--- src/rtl/blake_pkg.sv ---
// ==========================================================
// shared types and constants for the BLAKE-256 search core
// imported by every RTL block and by the testbench
// ==========================================================

package blake_pkg;

   typedef logic [31:0] word_t;

   // v0..v15 working vector and m0..m15 message block
   typedef word_t [15:0] state_t;
   typedef word_t [15:0] msg_t;

   // one search job from the host
   typedef struct packed {
      word_t [7:0] midstate;
      word_t [2:0] header;
      word_t       nonce;
   } job_t;

   // 65-bit result returned per job
   typedef struct packed {
      word_t nonce;
      word_t h7;
      logic  match;
   } result_t;

   // pi-derived constants C0..C15
   localparam word_t blake_const [16] = '{
      32'h243F6A88, 32'h85A308D3, 32'h13198A2E, 32'h03707344,
      32'hA4093822, 32'h299F31D0, 32'h082EFA98, 32'hEC4E6C89,
      32'h452821E6, 32'h38D01377, 32'hBE5466CF, 32'h34E90C6C,
      32'hC0AC29B7, 32'hC97C50DD, 32'h3F84D5B5, 32'hB5470917
   };

   // message permutation, one row per round
   localparam logic [3:0] sigma [10][16] = '{
      '{ 0,  1,  2,  3,  4,  5,  6,  7,  8,  9, 10, 11, 12, 13, 14, 15},
      '{14, 10,  4,  8,  9, 15, 13,  6,  1, 12,  0,  2, 11,  7,  5,  3},
      '{11,  8, 12,  0,  5,  2, 15, 13, 10, 14,  3,  6,  7,  1,  9,  4},
      '{ 7,  9,  3,  1, 13, 12, 11, 14,  2,  6,  5, 10,  4,  0, 15,  8},
      '{ 9,  0,  5,  7,  2,  4, 10, 15, 14,  1, 11, 12,  6,  8,  3, 13},
      '{ 2, 12,  6, 10,  0, 11,  8,  3,  4, 13,  7,  5, 15, 14,  1,  9},
      '{12,  5,  1, 15, 14, 13,  4, 10,  0,  7,  6,  3,  9,  2,  8, 11},
      '{13, 11,  7, 14, 12,  1,  3,  9,  5,  0, 15,  4,  8,  6,  2, 10},
      '{ 6, 15, 14,  9, 11,  3,  0,  8, 12,  2, 13,  7,  1,  4, 10,  5},
      '{10,  2,  8,  4,  7,  6,  1,  5, 15, 11,  9, 14,  3, 12, 13,  0}
   };

   // reduced round count used for mining
   localparam int num_rounds = 8;

   // final block of an 80-byte header
   localparam word_t block_count = 32'd640;
   localparam word_t pad_word4   = 32'h80000000;
   localparam word_t len_word13  = 32'h00000001;
   localparam word_t len_word15  = 32'h00000280;

   // low bits of h7 that must be zero for a hit
   localparam int match_bits = 32;

   // G rotations
   localparam int rot_a = 16;
   localparam int rot_b = 12;
   localparam int rot_c = 8;
   localparam int rot_d = 7;

   // init stage, four stages per round, result register
   localparam int pipe_latency = 1 + 4 * num_rounds + 1;

endpackage

--- src/rtl/blake_init.sv ---
// ==========================================================
// first pipe stage, pads the header block and loads v0..v15
// ==========================================================
`timescale 1ns/1ps

module blake_init (
   input  logic              clk,
   input  logic              rst_i,
   input  logic              pipe_en_i,
   input  logic              job_valid_i,
   input  blake_pkg::job_t   job_i,
   output logic              valid_o,
   output blake_pkg::state_t state_o,
   output blake_pkg::msg_t   msg_o,
   output blake_pkg::word_t  nonce_o,
   output blake_pkg::word_t  iv7_o
);
   import blake_pkg::*;

   msg_t   msg_d;
   state_t state_d;

   always_comb begin
      // final block, mostly zero
      msg_d     = '0;
      msg_d[0]  = job_i.header[0];
      msg_d[1]  = job_i.header[1];
      msg_d[2]  = job_i.header[2];
      msg_d[3]  = job_i.nonce;
      msg_d[4]  = pad_word4;
      msg_d[13] = len_word13;
      msg_d[15] = len_word15;

      for (int i = 0; i < 8; i++) begin
         state_d[i] = job_i.midstate[i];
      end
      for (int i = 8; i < 12; i++) begin
         state_d[i] = blake_const[i-8];
      end
      // counter high word is zero, salt is zero
      state_d[12] = blake_const[4] ^ block_count;
      state_d[13] = blake_const[5] ^ block_count;
      state_d[14] = blake_const[6];
      state_d[15] = blake_const[7];
   end

   always_ff @(posedge clk) begin
      if (rst_i) begin
         valid_o <= 1'b0;
      end else if (pipe_en_i) begin
         valid_o <= job_valid_i;
      end
   end

   always_ff @(posedge clk) begin
      if (pipe_en_i) begin
         state_o <= state_d;
         msg_o   <= msg_d;
         nonce_o <= job_i.nonce;
         iv7_o   <= job_i.midstate[7];
      end
   end

endmodule

--- config.mk ---
export PLATFORM = sky130hd
export DESIGN_NAME = blake_init
export DESIGN_NICKNAME = d
export VERILOG_FILES = /design/src/rtl/blake_pkg.sv /design/src/rtl/blake_init.sv
export SDC_FILE = /design/constraint.sdc
export NUM_CORES = 1
export LEC_CHECK = 0
export BUFFER_PORTS_ARGS = -buffer_cell sky130_fd_sc_hd__buf_2
export CORE_AREA = 2 2 574 576
export DETAILED_ROUTE_END_ITERATION = 8
export DIE_AREA = 0 0 576 578
export HOLD_SLACK_MARGIN = 0.08
export PLACE_DENSITY = 0.3
export SLEW_MARGIN = 20
export SYNTH_ARGS = -nofsm -noshare
export SYNTH_HDL_FRONTEND = slang
export SYNTH_SLANG_ARGS = --single-unit
--- constraint.sdc ---
create_clock -name clk -period 1.2 [get_ports clk]
set_input_delay 0.18 -clock clk [delete_from_list [all_inputs] [get_ports clk]]
set_output_delay 0.18 -clock clk [all_outputs]
set_load 0.03 [all_outputs]
Word level (Yosys, flattened, before mapping). Cells that the tools add are included.

Logic and storage cells: 13. Output and inout port bits: 1089. Bits in registers: 385. Input bits: 388.

Depth between registers and ports, before layout. Gate-level depths: netlist of run 1.

Word-level depth: 0. Depth in mapped cells: 2. Depth with buffers taken out: 2.

Worst setup path after synthesis of run 1. OpenSTA, ideal clock, no wires.

Kind: register -> output. Start point: register nonce_o[0]. End point: output nonce_o[0]. Required time: 1.020 ns. Path buffers: 1. Slack: 0.282 ns. Arrival time: 0.738 ns. Cell stages (with the launch flop): 2. Cell sequence: edfxtp_1 -> buf_4.

RTL lines: start: declaration (line blake_init.sv:15) `output blake_pkg::word_t nonce_o,`; start signal: assignment (line blake_init.sv:59) `nonce_o <= job_i.nonce;`.

No word-level cell between the ends.

Worst setup path in the final report of run 1.
Start point: register nonce_o[13]. End point: output nonce_o[13].

No word-level cell between the ends.

==> flow_summary.json, run 1 <==
{
  "cap_violations": 0,
  "synth.most_common_cell": "buf_4",
  "yosysUniqueCellTypes": 6,
  "drive_above_1_share_pct": 39.9,
  "leakagePower_nw": 12.7,
  "finalCritPeriodShare_pct": 129,
  "syn2layout_area_growth_pct": 92.2,
  "grt-ovfl-total": 0,
  "timing.hold.ws_ns": 0.211,
  "synthCells": 1093,
  "crit_buf_inv": 1,
  "synth-seq-cells": 385,
  "grt_first_pass_wirelength_um": 120000,
  "synth_area_mm2": 0.0169,
  "avgViaCountPerCell": 1.70,
  "crit_family": "flip-flops",
  "core_area_mm2": 0.326,
  "dr_total_vias": 11500,
  "synth_warnings": 0,
  "dr.max_layer_used": "met5",
  "drc": 0,
  "wl_met3_um": 11900,
  "io_buffers": 836,
  "cp-end-kind": "output pin",
  "antenna_left": 0,
  "firstDrtPassIters": 6,
  "arrival_ns": 1.37,
  "clkSlewWorstSetupHoldPaths_ns": 0.06,
  "clock_skew_ns": 0,
  "wl_met2_um": 46400,
  "fin_crit_ns": 1.55,
  "syn_area_per_cell_um2": 15.4,
  "crit_fanout": 2,
  "fill_cells": 37500,
  "ff2ff_path_depth": 2,
  "die_h_um": 578,
  "yosys-top-cells-count": "buf_4, edfxtp_1, conb_1",
  "cp.required_ns": 1.02,
  "track_usage_pct": 5.57,
  "hold_class": "input port to flop",
  "die_area_mm2": 0.333,
  "final-max-slew-violation-count": 0,
  "rsz0062_at_grt": "yes",
  "hold_start": "rst_i",
  "synth_edf_count": 384,
  "wirelength_um": 98700,
  "cts.sinks": 385,
  "hold_violations": 0,
  "power.total_mw": 43.5,
  "crit_path_top_delay_cell": "edfxtp_1",
  "rrSetupSlack_ns": 0.52,
  "drt_iter0_markers": 372,
  "cts_buffers": 47,
  "wire_per_inst_um": 14.6,
  "synth_area_leaders": "edfxtp_1, buf_4, dfxtp_1, mux2i_1, conb_1",
  "antenna_found_initial": 83,
  "wl_met1_um": 34500,
  "post-dp-hpwl_um": 86400,
  "violations": "negative setup slack",
  "vdd_drop_max_v": 0.00105,
  "grt_pass1_vias": 11400,
  "finalNonFillerCells": 6744,
  "p_per_area_mw_per_mm2": 1340,
  "fmax_ghz": 0.646,
  "fin_nets": 2722,
  "htree_levels": 2,
  "timing.rr.end": "valid_o",
  "final_core_util_pct": 9.93,
  "path_cells": "buf_6",
  "synth_flop_cell": "edfxtp_1",
  "dp.cells": 6244,
  "timing.rr.start": "valid_o",
  "slowest_delay_ns": 0.51,
  "die_w_um": 576,
  "fin_ws_ns": -0.348,
  "cts_tree": "done",
  "status": "finished with violations",
  "initial_utilization_pct": 5.17,
  "yosysSeqAreaShare_pct": 68.5,
  "grt_start_max_net_pins": 36,
  "place_congestion": 0.842,
  "startpoint_type": "flop",
  "row_count": 210,
  "holdPathStages": 3,
  "setup_viol": 449,
  "ios": 1477,
  "clock_latency_ns": 0.65,
  "min_to": "valid_o",
  "clockBufferDepth": 3,
  "cts-root-buf": "clkbuf_16",
  "synthArstFlopShare_pct": 0,
  "crit_type": "flop to output pin",
  "yosys.area.top_type_share_pct": 68.4,
  "synth_top_area_cell": "edfxtp_1"
}
[layout make-up]
type	count	area, µm²	share of cell area (%)
Sequential cell	385	11600	35.7
Multi-Input combinational cell	642	2420	7.46
Clock buffer	51	1190	3.68
Antenna cell	29	72.6	0.224
Clock inverter	33	460	1.42
Tap cell	4346	5440	16.8
Timing Repair Buffer	1258	11300	34.8
[kinds of logic (layout without fill, tap and decap cells)]
logic type    Yosys count  after routing  share of synthesized area, %
mux                     1              1                        0.0594
buf+inv               704           1342                          31.4
simple gates            1              1                        0.0222
other cells             2            669                        0.0446
flops                 385            385                          68.5
[metrics by stage]
stage | setup TNS (ns) | setup slack [ns] | area [µm²]
detailed placement | 0 | 0.0367 | 24000
floorplan | 0 | 0.282 | 19300
CTS | -138.32 | -0.474 | 32300
global placement | 0 | 0.0405 | 24000
global route | -130.11 | -0.442 | 32400
finish | -91.01 | -0.348 | 32400
[flip-flops by register name, indices dropped and copies added, names as in the netlist]
register / flops
iv7_o: 32
msg_o: 96
nonce_o: 32
state_o: 224
valid_o: 1
[cells in the final DEF, fill, tap and decap left out]
cell type      count
buf_12            12
buf_8              1
edfxtp_1         384
nor2_1             1
bufinv_16          9
dfxtp_4            1
clkbuf_1           4
inv_8              2
clkinv_2           5
dlygate4sd3_1    387
clkinv_16          1
diode_2           29
clkinv_1           6
buf_6            444
clkinv_8           1
clkbuf_16         47
clkinvlp_4         4
inv_6              4
mux2i_1            1
buf_2            386
clkinv_4           1
buf_4             28
conb_1           640
[metal layers]
metal	track usage [%]	vias to the layer above
li1	-	4889
met1	5.83	5327
met2	9.15	997
met3	2.85	204
met4	2.80	44
met5	0	-
[where the power goes]
group	switching (mW)	internal, mW
Combinational	7.32	3.56
Sequential	0.753	16.0
Clock	6.60	9.19
Total	14.7	28.8
[worst max-delay path by stage]
stage,from,end,depth (start not counted)
final,nonce_o[13],nonce_o[13],1
after global placement,pipe_en_i,state_o[175],3
after global routing,state_o[104],state_o[104],1
after CTS,state_o[123],state_o[123],1
after floorplan,nonce_o[0],nonce_o[0],1
after detailed placement,pipe_en_i,state_o[79],3
[repair_timing]
item,in CTS,in global routing
setup buffers,0,0
gates resized for setup,890,0
hold buffers,387,0
hold endpoints to repair,509,0
setup endpoints to repair,449,449
Power figures use the tool's default switching activity.
==> run 2: changes to the inputs <==
Settings changed: BUFFER_PORTS_ARGS -buffer_cell sky130_fd_sc_hd__buf_2 to unset, CORE_AREA 2 2 574 576 to 2 2 568 570, DIE_AREA 0 0 576 578 to 0 0 570 572, DONT_BUFFER_PORTS set to 1.
==> run 2 against run 1 <==
Compared with the run above:
- the run ends with negative hold slack, negative setup slack left
- sequential power rose by 7%
- worst setup slack got worse by 0.042 ns
- die area fell by 2.1%
- wire length fell by 5.6%
- core utilization fell by 0.95 points
- worst hold slack got worse by 0.57 ns
- combinational power fell by 31%
- clock skew did not move
- fmax fell by 2.7%
- register-to-register slack got worse by 0.04 ns
- final cell count fell by 9.8%
- critical endpoint is now state_o[249]
- largest cell class unchanged
==> flow_summary.json, run 2 (synthesized netlist as in run 1, its figures left out) <==
{
  "drive_above_1_share_pct": 13.9,
  "hold_violations": 105,
  "cp.required_ns": 1.02,
  "track_usage_pct": 5.33,
  "dp_slack_ns": 0.247,
  "drt_iter0_markers": 363,
  "die_w_um": 570,
  "cts-root-buf": "clkbuf_16",
  "die_area_mm2": 0.326,
  "syn2layout_area_growth_pct": 70.3,
  "clockBufferDepth": 3,
  "avgViaCountPerCell": 1.59,
  "cts.sinks": 385,
  "p_sw_share_pct": 34.6,
  "largest_reg_flops": 224,
  "grt_pass1_vias": 8913,
  "clock_latency_ns": 0.65,
  "finalCritPeriodShare_pct": 133,
  "fin_ws_ns": -0.390,
  "violations": "negative hold slack, negative setup slack",
  "clock_skew_ns": 0,
  "vdd_drop_max_v": 0.00105,
  "clkSlewWorstSetupHoldPaths_ns": 0.06,
  "p_clk_share_pct": 38.6,
  "core_area_mm2": 0.320,
  "die_h_um": 572,
  "antenna_found_initial": 101,
  "fin_crit_ns": 1.59,
  "rsz0062_at_grt": "yes",
  "wire_per_inst_um": 15.3,
  "firstDrtPassIters": 4,
  "pwr-share-seq_pct": 43.3,
  "p_comb_share_pct": 18.1,
  "hold_class": "input port to flop",
  "crit_fanout": 2,
  "hold_buffers": 563,
  "leakagePower_nw": 10.1,
  "htree_levels": 2,
  "wirelength_um": 93200,
  "initial_utilization_pct": 5.27,
  "p_per_area_mw_per_mm2": 1440,
  "place_congestion": 0.924,
  "cts_buffers": 52,
  "final-max-slew-violation-count": 0,
  "slew_headroom_pct": 24.7,
  "cts_tree": "done",
  "status": "finished with violations",
  "arrival_ns": 1.41,
  "reg_top3": "state_o: 224 flops, msg_o: 96 flops",
  "crit_type": "flop to output pin",
  "startpoint_type": "flop",
  "p_sw_mw": 14.3,
  "fmax_ghz": 0.629,
  "grt_start_max_net_pins": 386,
  "top_register": "state_o",
  "layout_commonest_cell": "conb_1",
  "fin_nets": 2203,
  "antenna_left": 0,
  "ios": 1477,
  "post-dp-hpwl_um": 77000,
  "grt_first_pass_wirelength_um": 109000,
  "cp-end-kind": "output pin",
  "dr_total_vias": 9691,
  "timing.hold.ws_ns": -0.357,
  "drc": 0,
  "grt-ovfl-total": 0,
  "placed_cell_area_mm2": 0.0207,
  "power.internal_mw": 27.1,
  "fill_cells": 36600,
  "layout_common_cells": "conb_1, dlygate4sd3_1, edfxtp_1, buf_6, clkbuf_16",
  "worst_slew_pin_slew_ns": 1.13,
  "io_buffers": 0,
  "cap_violations": 0,
  "row_count": 208,
  "setup_viol": 449,
  "final_area_mm2": 0.0287
}
## run 2: cell type report
class                      count  area, µm²  share of cell area, %
clock buffer                  56       1340                   4.66
antenna                       30       75.1                  0.261
multi-input combinational    642       2420                   8.41
timing repair buffer         734       7720                   26.9
clock inverter                38        360                   1.25
tap                         4200       5260                   18.3
sequential                   385      11600                   40.2
## run 2: repair_timing
action | in CTS | in global routing
buffers inserted | 1 | 0
pin swaps | 0 | 0
gates resized for setup | 157 | 2
setup endpoints to repair | 449 | 449
hold endpoints to repair | 769 | 355
## run 2: stage by stage
stage          std cells  setup TNS (ns)  power [mW]  utilization, %  hold slack, ns
2_1_floorplan       1731               0        23.6               -           0.252
5_1_grt             6068         -122.09        43.3            8.96          -0.421
6_report            6085          -84.50        41.4            8.98          -0.357
3_5_place_dp        5397               0        23.8            6.47           0.255
4_1_cts             6055         -131.66        42.6            8.95          -0.431
3_3_place_gp        5397               0        23.8            6.47           0.255
## run 2: path summary, 6_finish.rpt
check	start	endpoint	slack (ns)	cells past startpoint
max	iv7_o[25]	state_o[249]	-0.39	2
min reg2reg	valid_o	valid_o	0.60	3
min	pipe_en_i	msg_o[15]	-0.36	0
max reg2reg	valid_o	valid_o	0.48	3
## run 2: power groups by stage
stage	Sequential (mW)	Combinational [mW]	Clock, mW
5_1_grt	18.0	8.02	17.2
4_1_cts	17.9	7.71	16.9
2_1_floorplan	18.8	4.80	0
3_3_place_gp	18.1	5.72	0
6_report	17.9	7.50	16.0
3_5_place_dp	18.1	5.70	0
## run 2: per-layer routing
layer | vias to the layer above | track usage [%] | share of wire (%)
met5 | - | 0 | 0.46
met4 | 66 | 2.77 | 5.7
met3 | 261 | 3.37 | 14
met2 | 1008 | 8.40 | 46
met1 | 4477 | 5.44 | 34
li1 | 3879 | - | -
## run 2: critical path: stages (launching register included)
cell      delay (ns)
edfxtp_1        0.43
buf_6           0.17
buf_16          0.14
