**config.mk**
```make
export PLATFORM = sky130hd
export DESIGN_NAME = blake_finalize
export DESIGN_NICKNAME = d
export VERILOG_FILES = /design/src/rtl/blake_pkg.sv /design/src/rtl/blake_finalize.sv
export SDC_FILE = /design/constraint.sdc
export NUM_CORES = 1
export LEC_CHECK = 0
export BUFFER_PORTS_ARGS = -buffer_cell sky130_fd_sc_hd__buf_2
export CORE_AREA = 4 4 251 253
export DETAILED_ROUTE_END_ITERATION = 8
export DIE_AREA = 0 0 255 257
export HOLD_SLACK_MARGIN = 0.08
export SETUP_SLACK_MARGIN = 0.02
export SYNTH_ARGS = -nofsm -noshare
export SYNTH_HDL_FRONTEND = slang
export SYNTH_SLANG_ARGS = --single-unit
```
**constraint.sdc**
```tcl
create_clock -name clk -period 1.5 [get_ports clk]
set_input_delay 0.3 -clock clk [delete_from_list [all_inputs] [get_ports clk]]
set_output_delay 0.3 -clock clk [all_outputs]
set_load 0.05 [all_outputs]
```
**src/rtl/blake_pkg.sv**
```systemverilog
// ==========================================================
// shared types and constants for the BLAKE-256 search core
// imported by every RTL block and by the testbench
// ==========================================================

package blake_pkg;

   typedef logic [31:0] word_t;

   // v0..v15 working vector and m0..m15 message block
   typedef word_t [15:0] state_t;
   typedef word_t [15:0] msg_t;

   // one search job from the host
   typedef struct packed {
      word_t [7:0] midstate;
      word_t [2:0] header;
      word_t       nonce;
   } job_t;

   // 65-bit result returned per job
   typedef struct packed {
      word_t nonce;
      word_t h7;
      logic  match;
   } result_t;

   // pi-derived constants C0..C15
   localparam word_t blake_const [16] = '{
      32'h243F6A88, 32'h85A308D3, 32'h13198A2E, 32'h03707344,
      32'hA4093822, 32'h299F31D0, 32'h082EFA98, 32'hEC4E6C89,
      32'h452821E6, 32'h38D01377, 32'hBE5466CF, 32'h34E90C6C,
      32'hC0AC29B7, 32'hC97C50DD, 32'h3F84D5B5, 32'hB5470917
   };

   // message permutation, one row per round
   localparam logic [3:0] sigma [10][16] = '{
      '{ 0,  1,  2,  3,  4,  5,  6,  7,  8,  9, 10, 11, 12, 13, 14, 15},
      '{14, 10,  4,  8,  9, 15, 13,  6,  1, 12,  0,  2, 11,  7,  5,  3},
      '{11,  8, 12,  0,  5,  2, 15, 13, 10, 14,  3,  6,  7,  1,  9,  4},
      '{ 7,  9,  3,  1, 13, 12, 11, 14,  2,  6,  5, 10,  4,  0, 15,  8},
      '{ 9,  0,  5,  7,  2,  4, 10, 15, 14,  1, 11, 12,  6,  8,  3, 13},
      '{ 2, 12,  6, 10,  0, 11,  8,  3,  4, 13,  7,  5, 15, 14,  1,  9},
      '{12,  5,  1, 15, 14, 13,  4, 10,  0,  7,  6,  3,  9,  2,  8, 11},
      '{13, 11,  7, 14, 12,  1,  3,  9,  5,  0, 15,  4,  8,  6,  2, 10},
      '{ 6, 15, 14,  9, 11,  3,  0,  8, 12,  2, 13,  7,  1,  4, 10,  5},
      '{10,  2,  8,  4,  7,  6,  1,  5, 15, 11,  9, 14,  3, 12, 13,  0}
   };

   // reduced round count used for mining
   localparam int num_rounds = 8;

   // final block of an 80-byte header
   localparam word_t block_count = 32'd640;
   localparam word_t pad_word4   = 32'h80000000;
   localparam word_t len_word13  = 32'h00000001;
   localparam word_t len_word15  = 32'h00000280;

   // low bits of h7 that must be zero for a hit
   localparam int match_bits = 32;

   // G rotations
   localparam int rot_a = 16;
   localparam int rot_b = 12;
   localparam int rot_c = 8;
   localparam int rot_d = 7;

   // init stage, four stages per round, result register
   localparam int pipe_latency = 1 + 4 * num_rounds + 1;

endpackage

```
**src/rtl/blake_finalize.sv**
```systemverilog
// ==========================================================
// last pipe stage, forms h7 and the match flag
// ==========================================================
`timescale 1ns/1ps

module blake_finalize (
   input  logic               clk,
   input  logic               rst_i,
   input  logic               pipe_en_i,
   input  logic               valid_i,
   input  blake_pkg::state_t  state_i,
   input  blake_pkg::word_t   nonce_i,
   input  blake_pkg::word_t   iv7_i,
   output logic               res_valid_o,
   output blake_pkg::result_t res_o
);
   import blake_pkg::*;

   word_t h7;

   // salt is zero, so only iv7 and v7, v15 remain
   assign h7 = iv7_i ^ state_i[7] ^ state_i[15];

   always_ff @(posedge clk) begin
      if (rst_i) begin
         res_valid_o <= 1'b0;
      end else if (pipe_en_i) begin
         res_valid_o <= valid_i;
      end
   end

   always_ff @(posedge clk) begin
      if (pipe_en_i) begin
         res_o.nonce <= nonce_i;
         res_o.h7    <= h7;
         res_o.match <= (h7[match_bits-1:0] == '0);
      end
   end

endmodule

```
* Word-level counts from Yosys, hierarchy flattened
Index checks and enable logic that the tools add are counted.
Widths: inputs -> output; s select.
** Word-level totals
- Register bits :: 66
- Bits in latches :: 0
- Bits in writable memories :: 0
- Bits in read-only memories :: 0
- Input bits :: 580
- Output and inout port bits :: 66
- Memories kept :: 0
** Cells by class
- $add $sub $neg :: 0
- Multipliers :: 0
- Divide/modulo/power cells :: 0
- Magnitude comparators :: 0
- Eq/ne operators :: 0
- Shift operators :: 0
- Mux-type cells :: 0
- Bitwise logic cells :: 2
- Reduce and logical (&&, ||, !) cells :: 1
** Operators by type and width (count)
- $xor 32x32->32 :: 2
- $logic_not 32->1 :: 1

* Logic depth before layout (Yosys ltp)
Gate-level depths: netlist of the first run.
- Depth in word-level cells :: 3
- Depth in mapped cells :: 4

* Worst setup path after synthesis of the first run
No wires, ideal clock.
- Kind :: input port to flip-flop
- Start :: in state_i[230] in the netlist's numbering
- End :: reg res_o[0] in the netlist's numbering (data pin)
- Library setup time :: 0.134 ns
- Arrival :: 1.162 ns
- Required time :: 1.366 ns
- Path slack :: 0.205 ns
- Stages on the path :: 4
- Buffers on the path :: 0
- Cells stage by stage :: xnor3_1 -> nand4_1 -> nor4_1 -> and4_1
** On the way
- Cells in the longest elaborated chain, start to end :: 3
** RTL lines
- from (decl) :: line blake_finalize.sv:11 : input blake_pkg::state_t state_i,
- $xor 32x32->32 (2 in series) :: line blake_finalize.sv:22 : assign h7 = iv7_i ^ state_i[7] ^ state_i[15];
- $logic_not 32->1 :: line blake_finalize.sv:36 : res_o.match <= (h7[match_bits-1:0] == '0);
- to (decl) :: line blake_finalize.sv:15 : output blake_pkg::result_t res_o
Every way passes these cells.
A chain may end at the register's enable or synchronous reset.

* Final worst setup path of the first run
- Start :: in iv7_i[31]
- End :: reg res_o[0] in the netlist's numbering (data pin)
** On the way
- Cells in the longest elaborated chain, start to end :: 3
** RTL lines
- from (decl) :: line blake_finalize.sv:13 : input blake_pkg::word_t iv7_i,
- $xor 32x32->32 (2 in series) :: line blake_finalize.sv:22
- via h7[31] :: line blake_finalize.sv:19 : word_t h7;
- $logic_not 32->1 :: line blake_finalize.sv:36
The timed path passes the listed nets, and every way through them passes these cells.

==> summary.txt, run 1 <==
Critical path
  – Crit path launch type: primary input
  – Worst EP arrival: 1730 ps
  – Req. time, crit path: 1740 ps
  – CP Max Fanout: 2
  – Worst-case reg-to-reg path depth: 2
  – Max incr delay on CP: 660 ps
  – Critical path class: primary input to register
  – CP max-delay cell: nor4_2
  – Crit-path cells: buf_2 -> xnor2_1 -> xnor2_1 -> nor4_2 -> buf_4 -> and4_1
  – CP bufs+invs: 2
  – Family with the most delay on the worst path: simple AND/OR/NAND/NOR gates
  – Most frequent cell on the critical path: xnor2_1
  – Crit. End Element: register
  – Stages on worst setup path: 6

Synth
  – Sequential fraction of the synthesis area: 0.7014
  – Syn Area/Cell: 19.66 sq um
  – Distinct cells, synth: 12
  – Post-Syn Area: 0.002811 sq mm
  – Seq cells post-synth: 66
  – Post-synth EDFFs: 65
  – Synth area leaders: edfxtp_1, xnor3_1, xnor2_1, inv_1, xnor3_2
  – Primary FF master, synth: edfxtp_1
  – Synth warnings: 0
  – Most numerous cell in the Yosys netlist: edfxtp_1
  – Synth top cells by count: edfxtp_1, inv_1, xnor2_1
  – Async SR Flop Fraction: 0
  – Gate Count Post-Synth: 143
  – Net count after synthesis: 723
  – Cell taking the most area after synthesis: edfxtp_1
  – Synth top area share: 0.6943

Final layout
  – Syn-to-layout area delta: 94.13%
  – Final Util: 0.08943
  – Final Cell Area: 0.005458 sq mm
  – Final-stage net count: 966
  – Share of cells above drive strength 1: 0.6026

Routing
  – Vias: 2149
  – Iter 0 DRT Violations: 68
  – DRC: 0
  – Antenna Nets Post-Route: 0
  – Drt pass-1 iters: 4
  – Drt wl/cell: 11.45 um
  – Drt total wl: 13.54 mm
  – Vias per cell: 1.817

Run status
  – Status: finished clean

Power and ir drop
  – PD cells: 1095 mW/mm^2
  – Peak VDD IR: 0.0005439 V
  – P_leak: 2.264 nW

STA
  – Max-slew violations: 0
  – Slew @ Worst Pin: 712.0 ps
  – Period Utilization, post-route: 0.9992
  – Clk_skew: 0 ps
  – Endpoints failing setup: 0
  – Setup_tns: 0 ps
  – Rel. slew slack: 0.5219
  – Fin crit period: 1499 ps
  – Unrepaired setup endpoints after global routing: true
  – Final hold violation count: 0
  – Fmax: 667.2 MHz
  – Setup ws final: 1.244 ps

GRT
  – Global route overflow: 0
  – Number of global-route vias before repair: 2257
  – Grt peak-use layer: met1
  – Total Routing Usage GR: 0.04120
  – First-pass GRT wire length: 16.99 mm
  – Initial antenna violation count: 12
  – Largest net degree at the start of global routing: 28
  – Met1 GRT Util: 0.05052
  – M3 GR Usage: 0.03517
  – GR Util met2: 0.05049

Job
  – Max-Cap Viols: 0

Place
  – # port buffers: 197
  – Routability cong.: 0.7009
  – Hpwl dp: 11.55 mm
  – Placed inst area: 0.004959 sq mm
  – Pre-CTS WS: -772.9 ps

Die
  – Die Height: 257 um
  – Rows: 91
  – Die Area: 0.06554 sq mm
  – Number of placed I/O pins: 646
  – Core Footprint: 0.06103 sq mm
  – Initial Util: 0.04607
  – Die X-Extent: 255 um

Clocking
  – TritonCTS clock tree: built
  – Clock edge transition at the registers on the reported setup and hold paths: 60 ps
  – Clock Tree Root: clkbuf_16
  – H-tree depth: 3
  – Clock latency on the worst-skew pair: 360 ps
  – # Post-CTS Setup Buffers: 0
  – Clk buf depth: 2
  – TritonCTS Buffers: 9
  – Sink Count: 66

Hold path
  – WHS Path Cells: 1
  – Hold crit path type: primary input to register
layout make-up:
| class | instances | area [sq um] |
|---|---|---|
| Tap cell | 790 | 988.4 |
| Inverter | 22 | 82.58 |
| Antenna cell | 3 | 7.507 |
| Sequential cell | 66 | 1972 |
| Fill cell | 7043 | 55570 |
| Clock inverter | 6 | 43.79 |
| Timing Repair Buffer | 232 | 1358 |
| Multi-Input combinational cell | 55 | 780.7 |
| Clock buffer | 9 | 225.2 |
path summary, 6_finish.rpt:
kind	from	end	slack (ps)
max	iv7_i[31]	res_o[0]$_DFFE_PP_	1
max reg2reg	res_valid_o$_SDFFE_PP0P_	res_valid_o$_SDFFE_PP0P_	930
min reg2reg	res_valid_o$_SDFFE_PP0P_	res_valid_o$_SDFFE_PP0P_	480
min	nonce_i[12]	res_o[45]$_DFFE_PP_	120
worst register-to-register path, stage by stage (launching register included):
cell     delay [ps]
dfxtp_1         300
mux2i_1         120
nor2_1           50
cell families (layout without fill, tap and decap cells):
kind of cell  after synthesis  after routing  synth area share
simple gates               12             12           0.02581
flops                      66             66            0.7014
xor+xnor                   42             42            0.2399
other cells                 0              3                 0
mux                         1              1          0.003560
buf+inv                    22            269           0.02937
stage by stage:
step | hold WS (ps) | cells | total power [W]
floorplan | 372.4 | 143 | 0.003307
CTS | 81.96 | 1180 | 0.006212
global placement | 457.3 | 1146 | 0.003941
detailed placement | 458.3 | 1146 | 0.003957
global route | 84.49 | 1181 | 0.006336
finish | 119.4 | 1183 | 0.005975
registers in the layout, summed over array words and instances, names as in the netlist:
signal       count
res_o           65
res_valid_o      1
layer usage:
metal,vias to the layer above,part of all wire
met5,-,0.0036
met4,8,0.018
met3,25,0.17
met2,172,0.35
met1,932,0.45
li1,1012,-
repair_timing:
action	CTS	global route
pin swaps	5	1
setup endpoints to repair	1	2
gates resized for setup	6	1
hold buffers	19	0
endpoints found under the hold margin	19	0
where the power goes:
| group | switching, W | internal, W |
|---|---|---|
| clock network | 0.000929 | 0.00111 |
| logic | 0.00107 | 0.000564 |
| registers | 0.0000425 | 0.00226 |
| total | 0.00204 | 0.00394 |
placed cells by master (no fill, tap or decap):
cell / Yosys / layout
xnor3_1: 19 / 17
clkbuf_4: 0 / 1
nor4_2: 0 / 1
inv_6: 0 / 1
xnor3_2: 3 / 5
clkinv_2: 0 / 2
clkinv_4: 0 / 2
clkinvlp_4: 0 / 1
xnor2_1: 20 / 20
clkbuf_16: 0 / 9
nor2_1: 1 / 1
buf_12: 0 / 4
diode_2: 0 / 3
inv_1: 22 / 22
nor4_4: 0 / 1
buf_2: 0 / 194
nor4_1: 4 / 2
buf_4: 0 / 13
buf_6: 0 / 1
nand2_1: 1 / 1
and4_1: 1 / 1
dfxtp_1: 1 / 1
dlygate4sd3_1: 0 / 19
nand4_1: 5 / 5
mux2i_1: 1 / 1
edfxtp_1: 65 / 65
Power figures use the tool's default switching activity.
==> run 2, diff against run 1 <==
--- a/config.mk
+++ b/config.mk
@@ -6,10 +6,12 @@
 export NUM_CORES = 1
 export LEC_CHECK = 0
 export BUFFER_PORTS_ARGS = -buffer_cell sky130_fd_sc_hd__buf_2
+export CAP_MARGIN = 20
 export CORE_AREA = 4 4 251 253
 export DETAILED_ROUTE_END_ITERATION = 8
 export DIE_AREA = 0 0 255 257
 export HOLD_SLACK_MARGIN = 0.08
+export PLACE_DENSITY = 0.3
 export SETUP_SLACK_MARGIN = 0.02
 export SYNTH_ARGS = -nofsm -noshare
 export SYNTH_HDL_FRONTEND = slang
==> summary.txt, run 2 (synthesis gave the netlist of run 1 again) <==
Routing
  – Antenna Nets Post-Route: 0 (unchanged)
  – Drt pass-1 iters: 4 (unchanged)
  – Vias per cell: 1.809 (-0.44%)
  – M1 WL: 5.468 mm (-11%)
  – Iter 0 DRT Violations: 54 (-21%)
  – Met3 WL post-DR: 1.672 mm (-29%)
  – Drt wl/cell: 9.898 um (-14%)
  – Max Used Layer: met4
  – Drt total wl: 11.84 mm (-13%)
  – DRC: 0 (unchanged)
  – Vias: 2163 (+0.65%)
  – WL met2: 4.434 mm (-6.4%)

Place
  – Routability cong.: 0.6473 (-7.6%)
  – Hpwl dp: 9.666 mm (-16%)
  – # port buffers: 197 (unchanged)
  – Placed inst area: 0.004979 sq mm (+0.40%)
  – Pre-CTS WS: -735.7 ps (+37.28 ps)
  – Placed Cells: 1152 (+0.52%)

STA
  – Unrepaired setup endpoints after global routing: true
  – Fin crit period: 1457 ps (-41.53 ps)
  – Clk_skew: 0 ps (unchanged)
  – Setup ws final: 42.77 ps (+41.53 ps)
  – Final hold violation count: 0 (unchanged)
  – Max-slew violations: 0 (unchanged)
  – Fmax: 686.2 MHz (+2.9%)
  – Endpoints failing setup: 0 (unchanged)
  – Period Utilization, post-route: 0.9715 (-0.02769)
  – Rel. slew slack: 0.7579 (+0.2360)
  – Slew @ Worst Pin: 362.0 ps (-350.0 ps)

Final layout
  – Post-route insts no fill: 1196 (+1.1%)
  – Most common cell after layout, fill and taps aside: buf_2
  – Max reg flops: 65 (unchanged)
  – Final Util: 0.09185 (+0.002419)
  – Most frequent cells in the layout: buf_2, edfxtp_1, dlygate4sd3_1
  – Final Cell Area: 0.005605 sq mm (+2.7%)
  – Top Registers: res_o x65, res_valid_o x1
  – Largest Register: res_o
  – Syn-to-layout area delta: 99.38%
  – Final-stage net count: 979 (+1.3%)
  – Share of cells above drive strength 1: 0.5990 (-0.003554)

Critical path
  – CP max-delay cell: xnor3_1
  – Crit path launch type: primary input
  – Crit. End Element: register
  – Worst EP arrival: 1690 ps (-40 ps)
  – Crit-path cells: buf_2 -> xnor3_1 -> nand4_1 -> nor4_2 -> and4_1
  – Req. time, crit path: 1730 ps (about the same)
  – Max incr delay on CP: 380 ps (-280 ps)
  – CP Max Fanout: 2 (unchanged)
  – Critical path class: primary input to register

Hold path
  – Hold crit path type: primary input to register

Die
  – Die X-Extent: 255 um (unchanged)
  – Initial Util: 0.04607 (unchanged)
  – Rows: 91 (unchanged)
  – Die Height: 257 um (unchanged)
  – Number of placed I/O pins: 646 (unchanged)
  – Die Area: 0.06554 sq mm (unchanged)
  – Core Footprint: 0.06103 sq mm (unchanged)

Clocking
  – Clock edge transition at the registers on the reported setup and hold paths: 60 ps (about the same)
  – TritonCTS clock tree: built
  – Clk buf depth: 2 (unchanged)
  – H-tree depth: 3 (unchanged)
  – Sink Count: 66 (unchanged)
  – Clock latency on the worst-skew pair: 360 ps (about the same)
  – TritonCTS Buffers: 9 (unchanged)
  – Clock Tree Root: clkbuf_16

GRT
  – First-pass GRT wire length: 15.79 mm (-7.1%)
  – Global route overflow: 0 (unchanged)
  – Initial antenna violation count: 3 (-9)
  – Total Routing Usage GR: 0.03635 (-0.004847)
  – Largest net degree at the start of global routing: 27 (-3.6%)
  – Number of global-route vias before repair: 2342 (+3.8%)

Power and ir drop
  – PD cells: 1141 mW/mm^2 (+4.2%)
  – Peak VDD IR: 0.0005110 V (-6.0%)
  – P_leak: 2.328 nW (+2.8%)

Run status
  – Status: finished clean

Job
  – Max-Cap Viols: 0 (unchanged)
==> run 2: changes by cell type in the layout (fill, tap and decap cells not counted) <==
| cell | before | now |
|---|---|---|
| xnor3_1 | 17 | 19 |
| diode_2 | 3 | 2 |
| clkbuf_4 | 1 | 0 |
| buf_4 | 13 | 23 |
| dlygate4sd3_1 | 19 | 24 |
| buf_2 | 194 | 193 |
| clkinvlp_4 | 1 | 2 |
| buf_6 | 1 | 3 |
| bufinv_16 | 0 | 2 |
| clkinv_2 | 2 | 0 |
| xnor3_2 | 5 | 3 |
| buf_12 | 4 | 2 |
==> run 2: path summary, 6_finish.rpt <==
check / start / to / slack [ps] / depth (start not counted)
worst max-delay path: state_i[493] / res_o[0]$_DFFE_PP_ / 40 / 5
worst min-delay path: nonce_i[12] / res_o[45]$_DFFE_PP_ / 120 / 1
worst max register to register: res_valid_o$_SDFFE_PP0P_ / res_valid_o$_SDFFE_PP0P_ / 910 / 2
worst min register to register: res_valid_o$_SDFFE_PP0P_ / res_valid_o$_SDFFE_PP0P_ / 510 / 2
==> run 2: worst max-delay path: cells and delay by family <==
kind          cells  cell delay, ps
xor+xnor          1             380
simple gates      3             910
buf+inv           1             100
==> run 2: area by class of cell <==
cell class                 instances  area, sq um
clock buffer                       9        225.2
sequential                        66         1972
fill                            7061        55420
clock inverter                     7        101.3
antenna                            2        5.005
inverter                          22        82.58
timing repair buffer             245         1453
multi-input combinational         55        778.2
tap                              790        988.4
==> run 2: power by group <==
group	switching, W	internal, W	leakage (nW)
clock network	0.000992	0.00147	0.152
registers	0.0000421	0.00226	0.644
logic	0.00104	0.000590	1.53
total	0.00208	0.00432	2.33
==> run 2: per-stage QoR <==
step           hold slack (ps)  TNS (ps)  power [W]
3_3_place_gp             462.6    -687.4   0.003942
6_report                 123.8         0   0.006394
4_1_cts                  80.00    -9.333   0.006617
3_5_place_dp             470.3    -735.7   0.003931
5_1_grt                  86.31    -47.54   0.006754
2_1_floorplan            372.4         0   0.003307
==> run 2: metal layers <==
metal / global-route usage / up-vias
li1: - / 1044
met1: 0.04708 / 957
met2: 0.04638 / 147
met3: 0.02224 / 15
met4: 0.01819 / 0
met5: 0 / -
==> run 2: repair_timing <==
| action | CTS | global route |
|---|---|---|
| setup endpoints to repair | 1 | 1 |
| pin swaps | 8 | 1 |
| cloned | 0 | 0 |
| hold buffers | 24 | 0 |
| hold endpoints to repair | 24 | 0 |
| setup buffers | 2 | 0 |
| gates resized for setup | 5 | 1 |
==> run 3, diff against run 2 <==
--- a/config.mk
+++ b/config.mk
@@ -7,9 +7,10 @@
 export LEC_CHECK = 0
 export BUFFER_PORTS_ARGS = -buffer_cell sky130_fd_sc_hd__buf_2
 export CAP_MARGIN = 20
-export CORE_AREA = 4 4 251 253
+export CORE_AREA = 4 4 248 250
 export DETAILED_ROUTE_END_ITERATION = 8
-export DIE_AREA = 0 0 255 257
+export DIE_AREA = 0 0 252 254
+export GPL_TIMING_DRIVEN = 0
 export HOLD_SLACK_MARGIN = 0.08
 export PLACE_DENSITY = 0.3
 export SETUP_SLACK_MARGIN = 0.02
==> constraint.sdc (replaced) <==
create_clock -name clk -period 1.8 [get_ports clk]
set_input_delay 0.36 -clock clk [delete_from_list [all_inputs] [get_ports clk]]
set_output_delay 0.36 -clock clk [all_outputs]
set_load 0.05 [all_outputs]
==> summary.txt, run 3 (synthesis gave the netlist of run 1 again) <==
STA
  – Max-slew violations: 0 (unchanged)
  – Final hold violation count: 0 (unchanged)
  – Rel. slew slack: 0.4986 (-0.2594)
  – Period Utilization, post-route: 0.8836
  – Fin crit period: 1590 ps
  – Endpoints failing setup: 0 (unchanged)
  – Clk_skew: 0 ps (unchanged)
  – Fmax: 628.7 MHz
  – Setup ws final: 209.5 ps (+166.7 ps)
  – Unrepaired setup endpoints after global routing: false
  – Slew @ Worst Pin: 745.3 ps (+383.3 ps)

Final layout
  – FF+latch area: 0.001972 sq mm (unchanged)
  – Final Util: 0.08726 (-0.004590)
  – Multi-input gate area: 774.5 sq um (-0.48%)
  – Share of cells above drive strength 1: 0.6162 (+0.01724)
  – Final-stage net count: 932 (-4.8%)
  – Syn-to-layout area delta: 83.18%
  – Largest Register: res_o
  – Most frequent cells in the layout: buf_2, edfxtp_1, inv_1
  – Max reg flops: 65 (unchanged)
  – Top Registers: res_o x65, res_valid_o x1
  – Number of fill cells: 6873 (-2.7%)
  – Most common cell after layout, fill and taps aside: buf_2
  – Post-route insts no fill: 1134 (-5.2%)

Routing
  – DRC: 0 (unchanged)
  – Iter 0 DRT Violations: 55 (+1.9%)
  – Vias: 2036 (-5.9%)
  – Antenna Nets Post-Route: 0 (unchanged)
  – Vias per cell: 1.795 (-0.73%)
  – Drt total wl: 12.55 mm (+6.0%)
  – Drt wl/cell: 11.06 um (+12%)
  – Drt pass-1 iters: 4 (unchanged)

Place
  – # port buffers: 197 (unchanged)
  – Routability cong.: 0.6611 (+2.1%)
  – Placed Cells: 1114 (-3.3%)
  – Hpwl dp: 10.37 mm (+7.3%)
  – Pre-CTS WS: -726.9 ps (+8.748 ps)

Clocking
  – Clock Tree Root: clkbuf_16
  – Clock latency on the worst-skew pair: 360 ps (about the same)
  – H-tree depth: 3 (unchanged)
  – TritonCTS Buffers: 9 (unchanged)
  – TritonCTS clock tree: built
  – Clock edge transition at the registers on the reported setup and hold paths: 80 ps (+20 ps)
  – CTS Hold Bufs: 0 (-100%)
  – Sink Count: 66 (unchanged)
  – Clk buf depth: 2 (unchanged)

Critical path
  – Crit path from: state_i[234]
  – Critical path class: primary input to register
  – CP max-delay cell: xnor3_2
  – Crit-path cells: buf_2 -> xnor3_2 -> nand4_1 -> nor4_4 -> and4_1
  – Req. time, crit path: 2050 ps (+320 ps)
  – Max incr delay on CP: 520 ps (+140 ps)
  – Worst EP arrival: 1840 ps (+150 ps)
  – CP Max Fanout: 2 (unchanged)
  – Crit. End Element: register
  – Crit path launch type: primary input
  – R2r startpoint: res_valid_o$_SDFFE_PP0P_

GRT
  – Number of global-route vias before repair: 2184 (-6.7%)
  – First-pass GRT wire length: 16.42 mm (+4.0%)
  – Initial antenna violation count: 10 (+7)
  – Global route overflow: 0 (unchanged)
  – Largest net degree at the start of global routing: 49 (+81%)
  – Total Routing Usage GR: 0.03961 (+0.003260)

Die
  – Die X-Extent: 252 um (-1.2%)
  – Initial Util: 0.04764 (+0.001568)
  – Die Area: 0.06401 sq mm (-2.3%)
  – Number of placed I/O pins: 646 (unchanged)
  – Rows: 89 (-2.2%)
  – Core Footprint: 0.05902 sq mm (-3.3%)
  – Die Height: 254 um (-1.2%)

Job
  – Max-Cap Viols: 0 (unchanged)

Hold path
  – Hold path startpoint: rst_i
  – Hold crit path type: primary input to register

Power and ir drop
  – Final Power: 0.005246 W (-18%)
  – Peak VDD IR: 0.0004318 V (-15%)
  – PD cells: 1019 mW/mm^2 (-11%)
  – P_leak: 2.127 nW (-8.7%)

Run status
  – Status: finished clean
## run 3: path summary, 6_finish.rpt
| check | slack (ps) | to | cells past startpoint |
|---|---|---|---|
| setup / recovery | 210 | res_o[0]$_DFFE_PP_ | 5 |
| hold / removal | 150 | res_valid_o$_SDFFE_PP0P_ | 2 |
| setup reg to reg | 1200 | res_valid_o$_SDFFE_PP0P_ | 2 |
| hold reg to reg | 520 | res_valid_o$_SDFFE_PP0P_ | 2 |
## run 3: what timing repair did
item                                    in CTS  in global routing
endpoints found under the setup margin       1                  1
gates resized for setup                      3                  1
setup buffers                                0                  0
## run 3: per-stage QoR
stage	setup TNS [ps]	cell area [sq um]	hold slack, ps
final	0	5150	152.8
after global routing	0	5142	130.6
after CTS	0	5139	109.9
after detailed placement	-726.9	4795	487.3
after global placement	-27020	4765	494.3
after floorplan	0	2811	432.4
## run 3: final cells by class
class                           instances  share of cell area
Clock buffer                            9             0.04373
Sequential cell                        66              0.3829
Tap cell                              773              0.1878
Clock inverter                          7             0.01992
Multi-Input combinational cell         55              0.1504
Antenna cell                            4            0.001944
Timing Repair Buffer                  198              0.1973
Inverter                               22             0.01603
## run 3: worst max-delay path, delay by kind of cell
kind	cells	cell delay, ps
AND/OR/NAND/NOR	3	850
XOR/XNOR	1	520
buffers and inverters	1	100
## run 3: report_power, final
group	internal [W]	switching, W	total, W
sequential	0.00188	0.0000348	0.00192
clock	0.00123	0.000864	0.00209
combinational	0.000381	0.000854	0.00123
## run 3: layer usage
metal / vias to the layer above / GRT usage / wire (um)
li1: 951 / - / -
met1: 911 / 0.05105 / 5765
met2: 152 / 0.04608 / 4426
met3: 18 / 0.03173 / 2079
met4: 4 / 0.01797 / 245
met5: - / 0 / 27
